**src/source/csa_pkg.sv**
```systemverilog
package csa_pkg;

	// ~~~~~~~~~~~~~~~~~~~~~~~~~~~~~~~~~~~~~~~~~~~~~~~~~~~~~~~~~~~~
	// Widths and sizes.
	// ~~~~~~~~~~~~~~~~~~~~~~~~~~~~~~~~~~~~~~~~~~~~~~~~~~~~~~~~~~~~
	localparam int word_width      = 32;
	localparam int operand_width   = 40;
	localparam int ops_per_group   = 4;
	localparam int words_per_group = 5;
	localparam int sum_width       = 42; // Four 40-bit operands need two extra bits.

	localparam int num_lanes  = 4;
	localparam int lane_idx_w = $clog2(num_lanes);

	localparam int group_depth = 4;
	localparam int lane_depth  = 2;

	// ~~~~~~~~~~~~~~~~~~~~~~~~~~~~~~~~~~~~~~~~~~~~~~~~~~~~~~~~~~~~
	// Payload types.
	// ~~~~~~~~~~~~~~~~~~~~~~~~~~~~~~~~~~~~~~~~~~~~~~~~~~~~~~~~~~~~

	// op0 sits in the low bits, so a 160-bit chunk casts straight in.
	typedef struct packed {
		logic [operand_width-1:0] op3;
		logic [operand_width-1:0] op2;
		logic [operand_width-1:0] op1;
		logic [operand_width-1:0] op0;
	} operand_group_t;

	typedef struct packed {
		logic [sum_width-1:0] sum;
		logic [sum_width-1:0] carry; // Already shifted into place.
	} csa_pair_t;

endpackage

```
**src/source/stream_fifo.sv**
```systemverilog
`timescale 1ns/1ps

module stream_fifo #(
	parameter type payload_t = logic,
	parameter int depth = 2
)(
	input  logic axis_s_rclk,
	input  logic rst_n,
	input  logic wr_en,
	input  payload_t wr_data,
	input  logic rd_en,
	output payload_t rd_data,
	output logic full,
	output logic empty,
	output logic [$clog2(depth+1)-1:0] count
);

	localparam int ptr_w = (depth > 1) ? $clog2(depth) : 1;
	localparam int cnt_w = $clog2(depth + 1);

	payload_t mem [depth];
	logic [ptr_w-1:0] wr_ptr;
	logic [ptr_w-1:0] rd_ptr;
	logic do_wr;
	logic do_rd;

	assign full    = (count == cnt_w'(depth));
	assign empty   = (count == '0);
	assign do_wr   = wr_en && !full;
	assign do_rd   = rd_en && !empty;
	assign rd_data = mem[rd_ptr]; // Head shows without a read.

	always_ff @(posedge axis_s_rclk) begin
		if (do_wr) begin
			mem[wr_ptr] <= wr_data;
		end
	end

	always_ff @(posedge axis_s_rclk) begin
		if (!rst_n) begin
			wr_ptr <= '0;
			rd_ptr <= '0;
			count  <= '0;
		end else begin
			if (do_wr) begin
				wr_ptr <= (wr_ptr == ptr_w'(depth - 1)) ? '0 : wr_ptr + 1'b1;
			end
			if (do_rd) begin
				rd_ptr <= (rd_ptr == ptr_w'(depth - 1)) ? '0 : rd_ptr + 1'b1;
			end
			case ({do_wr, do_rd})
				2'b10: count <= count + 1'b1;
				2'b01: count <= count - 1'b1;
				default: count <= count;
			endcase
		end
	end

endmodule

```
**src/source/word_packer.sv**
```systemverilog
`timescale 1ns/1ps

module word_packer
	import csa_pkg::*;
(
	input  logic axis_s_rclk,
	input  logic rst_n,
	input  logic src_ready,
	input  logic [word_width-1:0] src_rdata,
	output logic src_ren,
	output operand_group_t group,
	output logic [num_lanes-1:0] lane_valid,
	input  logic [num_lanes-1:0] lane_ready
);

	localparam int chunk_width = words_per_group * word_width;

	typedef enum logic {
		st_issue,
		st_capture
	} fetch_state_t;

	fetch_state_t fetch_state;
	logic [2:0] word_idx;
	logic [chunk_width-1:0] chunk_buf;

	logic grp_wr;
	logic grp_rd;
	logic grp_full;
	logic grp_empty;
	operand_group_t grp_wdata;

	logic [lane_idx_w-1:0] rr_ptr;

	// ~~~~~~~~~~~~~~~~~~~~~~~~~~~~~~~~~~~~~~~~~~~~~~~~~~~~~~~~~~~~
	// Fetch. One read request, then one capture cycle.
	// ~~~~~~~~~~~~~~~~~~~~~~~~~~~~~~~~~~~~~~~~~~~~~~~~~~~~~~~~~~~~
	assign src_ren = (fetch_state == st_issue) && src_ready && !grp_full;

	always_ff @(posedge axis_s_rclk) begin
		if (!rst_n) begin
			fetch_state <= st_issue;
			word_idx    <= '0;
			grp_wr      <= 1'b0;
		end else begin
			grp_wr <= 1'b0;
			case (fetch_state)
				st_issue: begin
					if (src_ren) begin
						fetch_state <= st_capture;
					end
				end
				st_capture: begin
					if (word_idx == 3'(words_per_group - 1)) begin
						word_idx <= '0;
						grp_wr   <= 1'b1; // Chunk complete.
					end else begin
						word_idx <= word_idx + 1'b1;
					end
					fetch_state <= st_issue;
				end
				default: fetch_state <= st_issue;
			endcase
		end
	end

	// First word lands in the lowest bits.
	always_ff @(posedge axis_s_rclk) begin
		if (fetch_state == st_capture) begin
			chunk_buf[int'(word_idx) * word_width +: word_width] <= src_rdata;
		end
	end

	assign grp_wdata = operand_group_t'(chunk_buf);

	stream_fifo #(
		.payload_t(operand_group_t),
		.depth(group_depth)
	) u_group_fifo (
		.axis_s_rclk(axis_s_rclk),
		.rst_n(rst_n),
		.wr_en(grp_wr),
		.wr_data(grp_wdata),
		.rd_en(grp_rd),
		.rd_data(group),
		.full(grp_full),
		.empty(grp_empty),
		.count()
	);

	// ~~~~~~~~~~~~~~~~~~~~~~~~~~~~~~~~~~~~~~~~~~~~~~~~~~~~~~~~~~~~
	// Round-robin dispatch.
	// ~~~~~~~~~~~~~~~~~~~~~~~~~~~~~~~~~~~~~~~~~~~~~~~~~~~~~~~~~~~~
	assign lane_valid = grp_empty ? '0 : (num_lanes'(1) << rr_ptr);
	assign grp_rd     = !grp_empty && lane_ready[rr_ptr];

	always_ff @(posedge axis_s_rclk) begin
		if (!rst_n) begin
			rr_ptr <= '0;
		end else if (grp_rd) begin
			rr_ptr <= (rr_ptr == lane_idx_w'(num_lanes - 1)) ? '0 : rr_ptr + 1'b1;
		end
	end

endmodule

```
**src/source/csa_lane.sv**
```systemverilog
`timescale 1ns/1ps

module csa_lane
	import csa_pkg::*;
(
	input  logic axis_s_rclk,
	input  logic rst_n,
	input  logic in_valid,
	input  operand_group_t in_group,
	output logic in_ready,
	output logic pair_valid,
	output csa_pair_t pair,
	input  logic pair_ready
);

	logic [sum_width-1:0] a, b, c, d;
	logic [sum_width-1:0] s1, c1;
	logic [sum_width-1:0] s2, c2;

	logic stg_valid;
	csa_pair_t stg_pair;

	logic fifo_empty;
	logic [$clog2(lane_depth+1)-1:0] fifo_count;

	assign a = sum_width'(in_group.op0);
	assign b = sum_width'(in_group.op1);
	assign c = sum_width'(in_group.op2);
	assign d = sum_width'(in_group.op3);

	// ~~~~~~~~~~~~~~~~~~~~~~~~~~~~~~~~~~~~~~~~~~~~~~~~~~~~~~~~~~~~
	// 4:2 reduction from two 3:2 stages.
	// ~~~~~~~~~~~~~~~~~~~~~~~~~~~~~~~~~~~~~~~~~~~~~~~~~~~~~~~~~~~~
	assign s1 = a ^ b ^ c;
	assign c1 = ((a & b) | (a & c) | (b & c)) << 1;
	assign s2 = s1 ^ c1 ^ d;
	assign c2 = ((s1 & c1) | (s1 & d) | (c1 & d)) << 1;

	// Room for the stage entry as well as the new group.
	assign in_ready = (int'(fifo_count) + int'(stg_valid)) < lane_depth;

	always_ff @(posedge axis_s_rclk) begin
		if (!rst_n) begin
			stg_valid <= 1'b0;
		end else begin
			stg_valid <= in_valid && in_ready;
		end
	end

	always_ff @(posedge axis_s_rclk) begin
		if (in_valid && in_ready) begin
			stg_pair.sum   <= s2;
			stg_pair.carry <= c2;
		end
	end

	stream_fifo #(
		.payload_t(csa_pair_t),
		.depth(lane_depth)
	) u_pair_fifo (
		.axis_s_rclk(axis_s_rclk),
		.rst_n(rst_n),
		.wr_en(stg_valid),
		.wr_data(stg_pair),
		.rd_en(pair_ready),
		.rd_data(pair),
		.full(),
		.empty(fifo_empty),
		.count(fifo_count)
	);

	assign pair_valid = !fifo_empty;

endmodule

```
**src/source/sum_collector.sv**
```systemverilog
`timescale 1ns/1ps

module sum_collector
	import csa_pkg::*;
(
	input  logic axis_s_rclk,
	input  logic rst_n,
	input  logic [num_lanes-1:0] pair_valid,
	input  csa_pair_t pairs [num_lanes],
	output logic [num_lanes-1:0] pair_ready,
	output logic sum_valid,
	output logic [sum_width-1:0] sum_data,
	input  logic sum_ready
);

	logic [lane_idx_w-1:0] rr_ptr;
	logic can_load;
	logic take;
	csa_pair_t cur;

	assign can_load   = !sum_valid || sum_ready; // Empty or draining now.
	assign pair_ready = can_load ? (num_lanes'(1) << rr_ptr) : '0;
	assign take       = can_load && pair_valid[rr_ptr];
	assign cur        = pairs[rr_ptr];

	// ~~~~~~~~~~~~~~~~~~~~~~~~~~~~~~~~~~~~~~~~~~~~~~~~~~~~~~~~~~~~
	// Output register and lane pointer.
	// ~~~~~~~~~~~~~~~~~~~~~~~~~~~~~~~~~~~~~~~~~~~~~~~~~~~~~~~~~~~~
	always_ff @(posedge axis_s_rclk) begin
		if (!rst_n) begin
			sum_valid <= 1'b0;
			rr_ptr    <= '0;
		end else begin
			if (take) begin
				sum_valid <= 1'b1;
				rr_ptr    <= (rr_ptr == lane_idx_w'(num_lanes - 1)) ? '0 : rr_ptr + 1'b1;
			end else if (sum_ready) begin
				sum_valid <= 1'b0;
			end
		end
	end

	// Final carry-propagate add.
	always_ff @(posedge axis_s_rclk) begin
		if (take) begin
			sum_data <= cur.sum + cur.carry;
		end
	end

endmodule

```
**src/source/csa_top.sv**
```systemverilog
`timescale 1ns/1ps

module csa_top
	import csa_pkg::*;
(
	input  logic axis_s_rclk,
	input  logic rst_n,
	input  logic src_ready,
	input  logic [word_width-1:0] src_rdata,
	output logic src_ren,
	output logic sum_valid,
	output logic [sum_width-1:0] sum_data,
	input  logic sum_ready
);

	operand_group_t group;
	logic [num_lanes-1:0] lane_valid;
	logic [num_lanes-1:0] lane_ready;

	logic [num_lanes-1:0] pair_valid;
	logic [num_lanes-1:0] pair_ready;
	csa_pair_t pairs [num_lanes];

	word_packer u_packer (
		.axis_s_rclk(axis_s_rclk),
		.rst_n(rst_n),
		.src_ready(src_ready),
		.src_rdata(src_rdata),
		.src_ren(src_ren),
		.group(group),
		.lane_valid(lane_valid),
		.lane_ready(lane_ready)
	);

	// ~~~~~~~~~~~~~~~~~~~~~~~~~~~~~~~~~~~~~~~~~~~~~~~~~~~~~~~~~~~~
	// Lanes share the group bus.
	// ~~~~~~~~~~~~~~~~~~~~~~~~~~~~~~~~~~~~~~~~~~~~~~~~~~~~~~~~~~~~
	for (genvar i = 0; i < num_lanes; i++) begin : g_lane
		csa_lane u_lane (
			.axis_s_rclk(axis_s_rclk),
			.rst_n(rst_n),
			.in_valid(lane_valid[i]),
			.in_group(group),
			.in_ready(lane_ready[i]),
			.pair_valid(pair_valid[i]),
			.pair(pairs[i]),
			.pair_ready(pair_ready[i])
		);
	end

	sum_collector u_collector (
		.axis_s_rclk(axis_s_rclk),
		.rst_n(rst_n),
		.pair_valid(pair_valid),
		.pairs(pairs),
		.pair_ready(pair_ready),
		.sum_valid(sum_valid),
		.sum_data(sum_data),
		.sum_ready(sum_ready)
	);

endmodule

```
**config.mk**
```make
export PLATFORM = sky130hd
export DESIGN_NAME = csa_top
export DESIGN_NICKNAME = d
export VERILOG_FILES = /design/src/source/csa_pkg.sv /design/src/source/stream_fifo.sv /design/src/source/word_packer.sv /design/src/source/csa_lane.sv /design/src/source/sum_collector.sv /design/src/source/csa_top.sv
export SDC_FILE = /design/constraint.sdc
export NUM_CORES = 2
export LEC_CHECK = 0
export ABC_CLOCK_PERIOD_IN_PS = 15310
export BUFFER_PORTS_ARGS = -buffer_cell sky130_fd_sc_hd__buf_2
export CORE_MARGIN = 8
export CORE_UTILIZATION = 35
export CTS_BUF_LIST = sky130_fd_sc_hd__clkbuf_4 sky130_fd_sc_hd__clkbuf_8
export CTS_CLUSTER_DIAMETER = 50
export CTS_CLUSTER_SIZE = 10
export DETAILED_ROUTE_END_ITERATION = 8
export GPL_TIMING_DRIVEN = 0
export PLACE_DENSITY = 0.54
export SYNTH_ARGS = -nofsm -noshare
export SYNTH_HDL_FRONTEND = slang
export SYNTH_SLANG_ARGS = --single-unit
export TNS_END_PERCENT = 20
```
**constraint.sdc**
```tcl
create_clock -name axis_s_rclk -period 15.31 [get_ports axis_s_rclk]
set_input_delay 2.2965 -clock axis_s_rclk [delete_from_list [all_inputs] [get_ports axis_s_rclk]]
set_output_delay 2.2965 -clock axis_s_rclk [all_outputs]
set_load 0.05 [all_outputs]
```
==> impl_metrics.json <==
{
  "outcome": "completed",
  "grt_pass1_vias": 33900,
  "route.detailed.drc": 0,
  "nNetsFinal": 4091,
  "place_area_mm2": 0.0769,
  "power_mw": 14.8,
  "timing.setup.tns_ps": 0,
  "slew_viol_final": 0,
  "synth-seq-cells": 1857,
  "io_pins": 80,
  "cp_max_fo": 10,
  "rsz0062_at_grt": "false",
  "syn_to_final_growth_pct": 12.0,
  "wl_per_cell_um": 26.2,
  "antenna_found_initial": 21,
  "first_iter_violations": 3288,
  "cap_violations": 0,
  "grtUsageTotal": 0.157,
  "synth_top_area_frac": 0.761,
  "final_util": 0.393,
  "cts_buffer_depth": 3,
  "cts.sink_count": 1857,
  "post_cts_buffers": 0,
  "hpwl_um": 116000,
  "synth_edf_count": 1814,
  "cts_root_buf": "clkbuf_8",
  "worstSetupEndpointType": "flip-flop",
  "fin_area_mm2": 0.0802,
  "hold_violations": 0,
  "rows": 166,
  "routed_wl_um": 175000,
  "fp.dieH_um": 468,
  "grt_first_pass_wirelength_um": 247000,
  "synth_seq_area_share": 0.773,
  "synthCells": 3560,
  "powerDensity_mw_per_mm2": 185,
  "place_congestion": 0.777,
  "clk_pin_slew_worst_paths_ps": 80,
  "fmax_ghz": 0.157,
  "synth.area.top_cells": "edfxtp_1 76%, mux4_2 7.6%, mux2i_1 4.6%",
  "initial_core_util": 0.351,
  "tritoncts": "built",
  "min_period_ps": 6360,
  "grt_overflow": 0,
  "htree_levels": 4,
  "grt_max_degree": 52,
  "min-delay-path-class": "reg2reg",
  "cp.required_ps": 15960,
  "fin_cells": 6663,
  "vias_per_cell": 4.94,
  "yosysMostFrequentCell": "edfxtp_1",
  "fp.dieArea_mm2": 0.219,
  "period_share": 0.415,
  "tightest_slew_ps": 1430,
  "yosys_warnings": 0,
  "syn_nets": 3740,
  "insertion_delay_ps": 930,
  "drive_above_1_share": 0.172,
  "holdBufCountCts": 0,
  "port_buffers": 79,
  "slew_headroom": 0.0468,
  "skew_ps": 52.1,
  "pre_cts_ws_ps": 8930,
  "synth.avg_cell_area_um2": 20.1,
  "synth_area_mm2": 0.0716,
  "synthArstFlopShare": 0,
  "cts_resized": 0,
  "core_area_mm2": 0.204,
  "cts_buffers": 209,
  "fp.dieW_um": 468,
  "peakVddDrop_v": 0.0000962,
  "vias": 32900,
  "dr.pass1.iters": 7,
  "critical_path_class": "reg2reg",
  "timing.final.ws_setup_ps": 8950,
  "place_inst": 6388,
  "arrival_ps": 7010,
  "yosysTopAreaCell": "edfxtp_1",
  "setup_viol": 0,
  "start_kind": "flip-flop",
  "synth_ff_type": "edfxtp_1",
  "holdWs_ps": 417,
  "leakagePower_nw": 25.5,
  "ys_top_cells_by_count": "1,814 x edfxtp_1, 326 x mux2i_1, 296 x inv_1, 242 x mux4_2, 186 x and2_1",
  "synthDistinctLibCells": 64,
  "antenna_left": 0
}
-- sequential cells by signal, summed over array words and instances, names as in the netlist, named ones only --
register                          count
u_collector.rr_ptr                    2
g_lane.u_lane.u_pair_fifo.count       8
g_lane.u_lane.stg_valid               4
u_collector.sum_data                 42
g_lane.u_lane.u_pair_fifo.rd_ptr      4
u_packer.rr_ptr                       2
u_packer.chunk_buf                  160
u_packer.grp_wr                       1
u_packer.u_group_fifo.count           3
g_lane.u_lane.stg_pair              324
u_packer.fetch_state                  1
g_lane.u_lane.u_pair_fifo.mem       648
u_packer.u_group_fifo.rd_ptr          2
u_packer.word_idx                     3
u_collector.sum_valid                 1
u_packer.u_group_fifo.wr_ptr          2
u_packer.u_group_fifo.mem           640
g_lane.u_lane.u_pair_fifo.wr_ptr      4
-- worst max-delay path, cell delays in order (launching register included) --
cell      delay (ps)
dfxtp_1          360
clkbuf_1         380
buf_1           1090
buf_1            870
mux4_2           600
inv_1            130
ha_1             310
a21oi_1          420
o21ai_0          180
a221o_1          350
a211oi_2         420
o31ai_4          170
a21boi_2         330
o21ai_2          130
a211o_1          300
-- final timing paths --
check                           slack [ps]                                                end                                    start  cells after the start
worst max-delay path                  8950                 u_collector.sum_data[41]$_DFFE_PP_       u_collector.rr_ptr[1]$_SDFFE_PN0P_                     14
worst min-delay path                   420  g_lane[2].u_lane.u_pair_fifo.mem[0][76]$_DFFE_PP_  g_lane[2].u_lane.stg_pair[77]$_DFFE_PP_                      0
worst max register to register        8950                 u_collector.sum_data[41]$_DFFE_PP_       u_collector.rr_ptr[1]$_SDFFE_PN0P_                     14
worst min register to register         420  g_lane[2].u_lane.u_pair_fifo.mem[0][76]$_DFFE_PP_  g_lane[2].u_lane.stg_pair[77]$_DFFE_PP_                      0
-- final cells by class --
class,count,area (µm²)
fill,18400,124000
sequential,1857,55300
multi-input combinational,1283,14800
tap,2688,3360
clock buffer,240,3130
timing repair buffer,140,1800
inverter,297,1110
buffer,123,472
clock inverter,23,173
antenna,12,30.0
-- logic make-up after synthesis --
group,share of synthesized area
compound gates,0.0162
xor+xnor,0.00587
fa+ha+maj,0.0336
buf+inv,0.0222
flops,0.773
mux,0.122
simple gates,0.0277
-- placed cells by master, fill, tap and decap left out, types with 10 or more instances in the layout --
cell type,Yosys,layout
xor2_1,21,21
fa_1,81,81
dfxtp_1,43,43
xnor2_1,27,27
nor2_4,0,10
edfxtp_1,1814,1814
buf_2,2,81
ha_1,63,63
mux4_2,242,242
a21o_1,30,30
o21ai_0,35,35
and2_1,186,183
nand2_1,42,42
clkbuf_1,80,80
mux2i_1,326,326
a211oi_1,10,10
buf_16,0,25
a21oi_1,45,45
clkbuf_8,0,213
buf_12,0,36
nor2_1,48,38
clkbuf_4,0,27
nand4_1,11,11
inv_1,296,296
buf_1,40,40
diode_2,0,12
-- routing by layer --
layer  part of all wire  GRT usage  vias up
li1                   -          -    14300
met1               0.45      0.223    17500
met2               0.47      0.251      917
met3              0.060     0.0308      215
met4              0.017     0.0341        0
met5                  0          0        -
-- power breakdown --
| part | total [mW] | switching (mW) | internal (mW) |
|---|---|---|---|
| logic | 5.07 | 3.38 | 1.69 |
| clock network | 2.98 | 1.66 | 1.32 |
| registers | 6.77 | 0.145 | 6.63 |
| total | 14.8 | 5.19 | 9.64 |
Power figures use the tool's default switching activity.
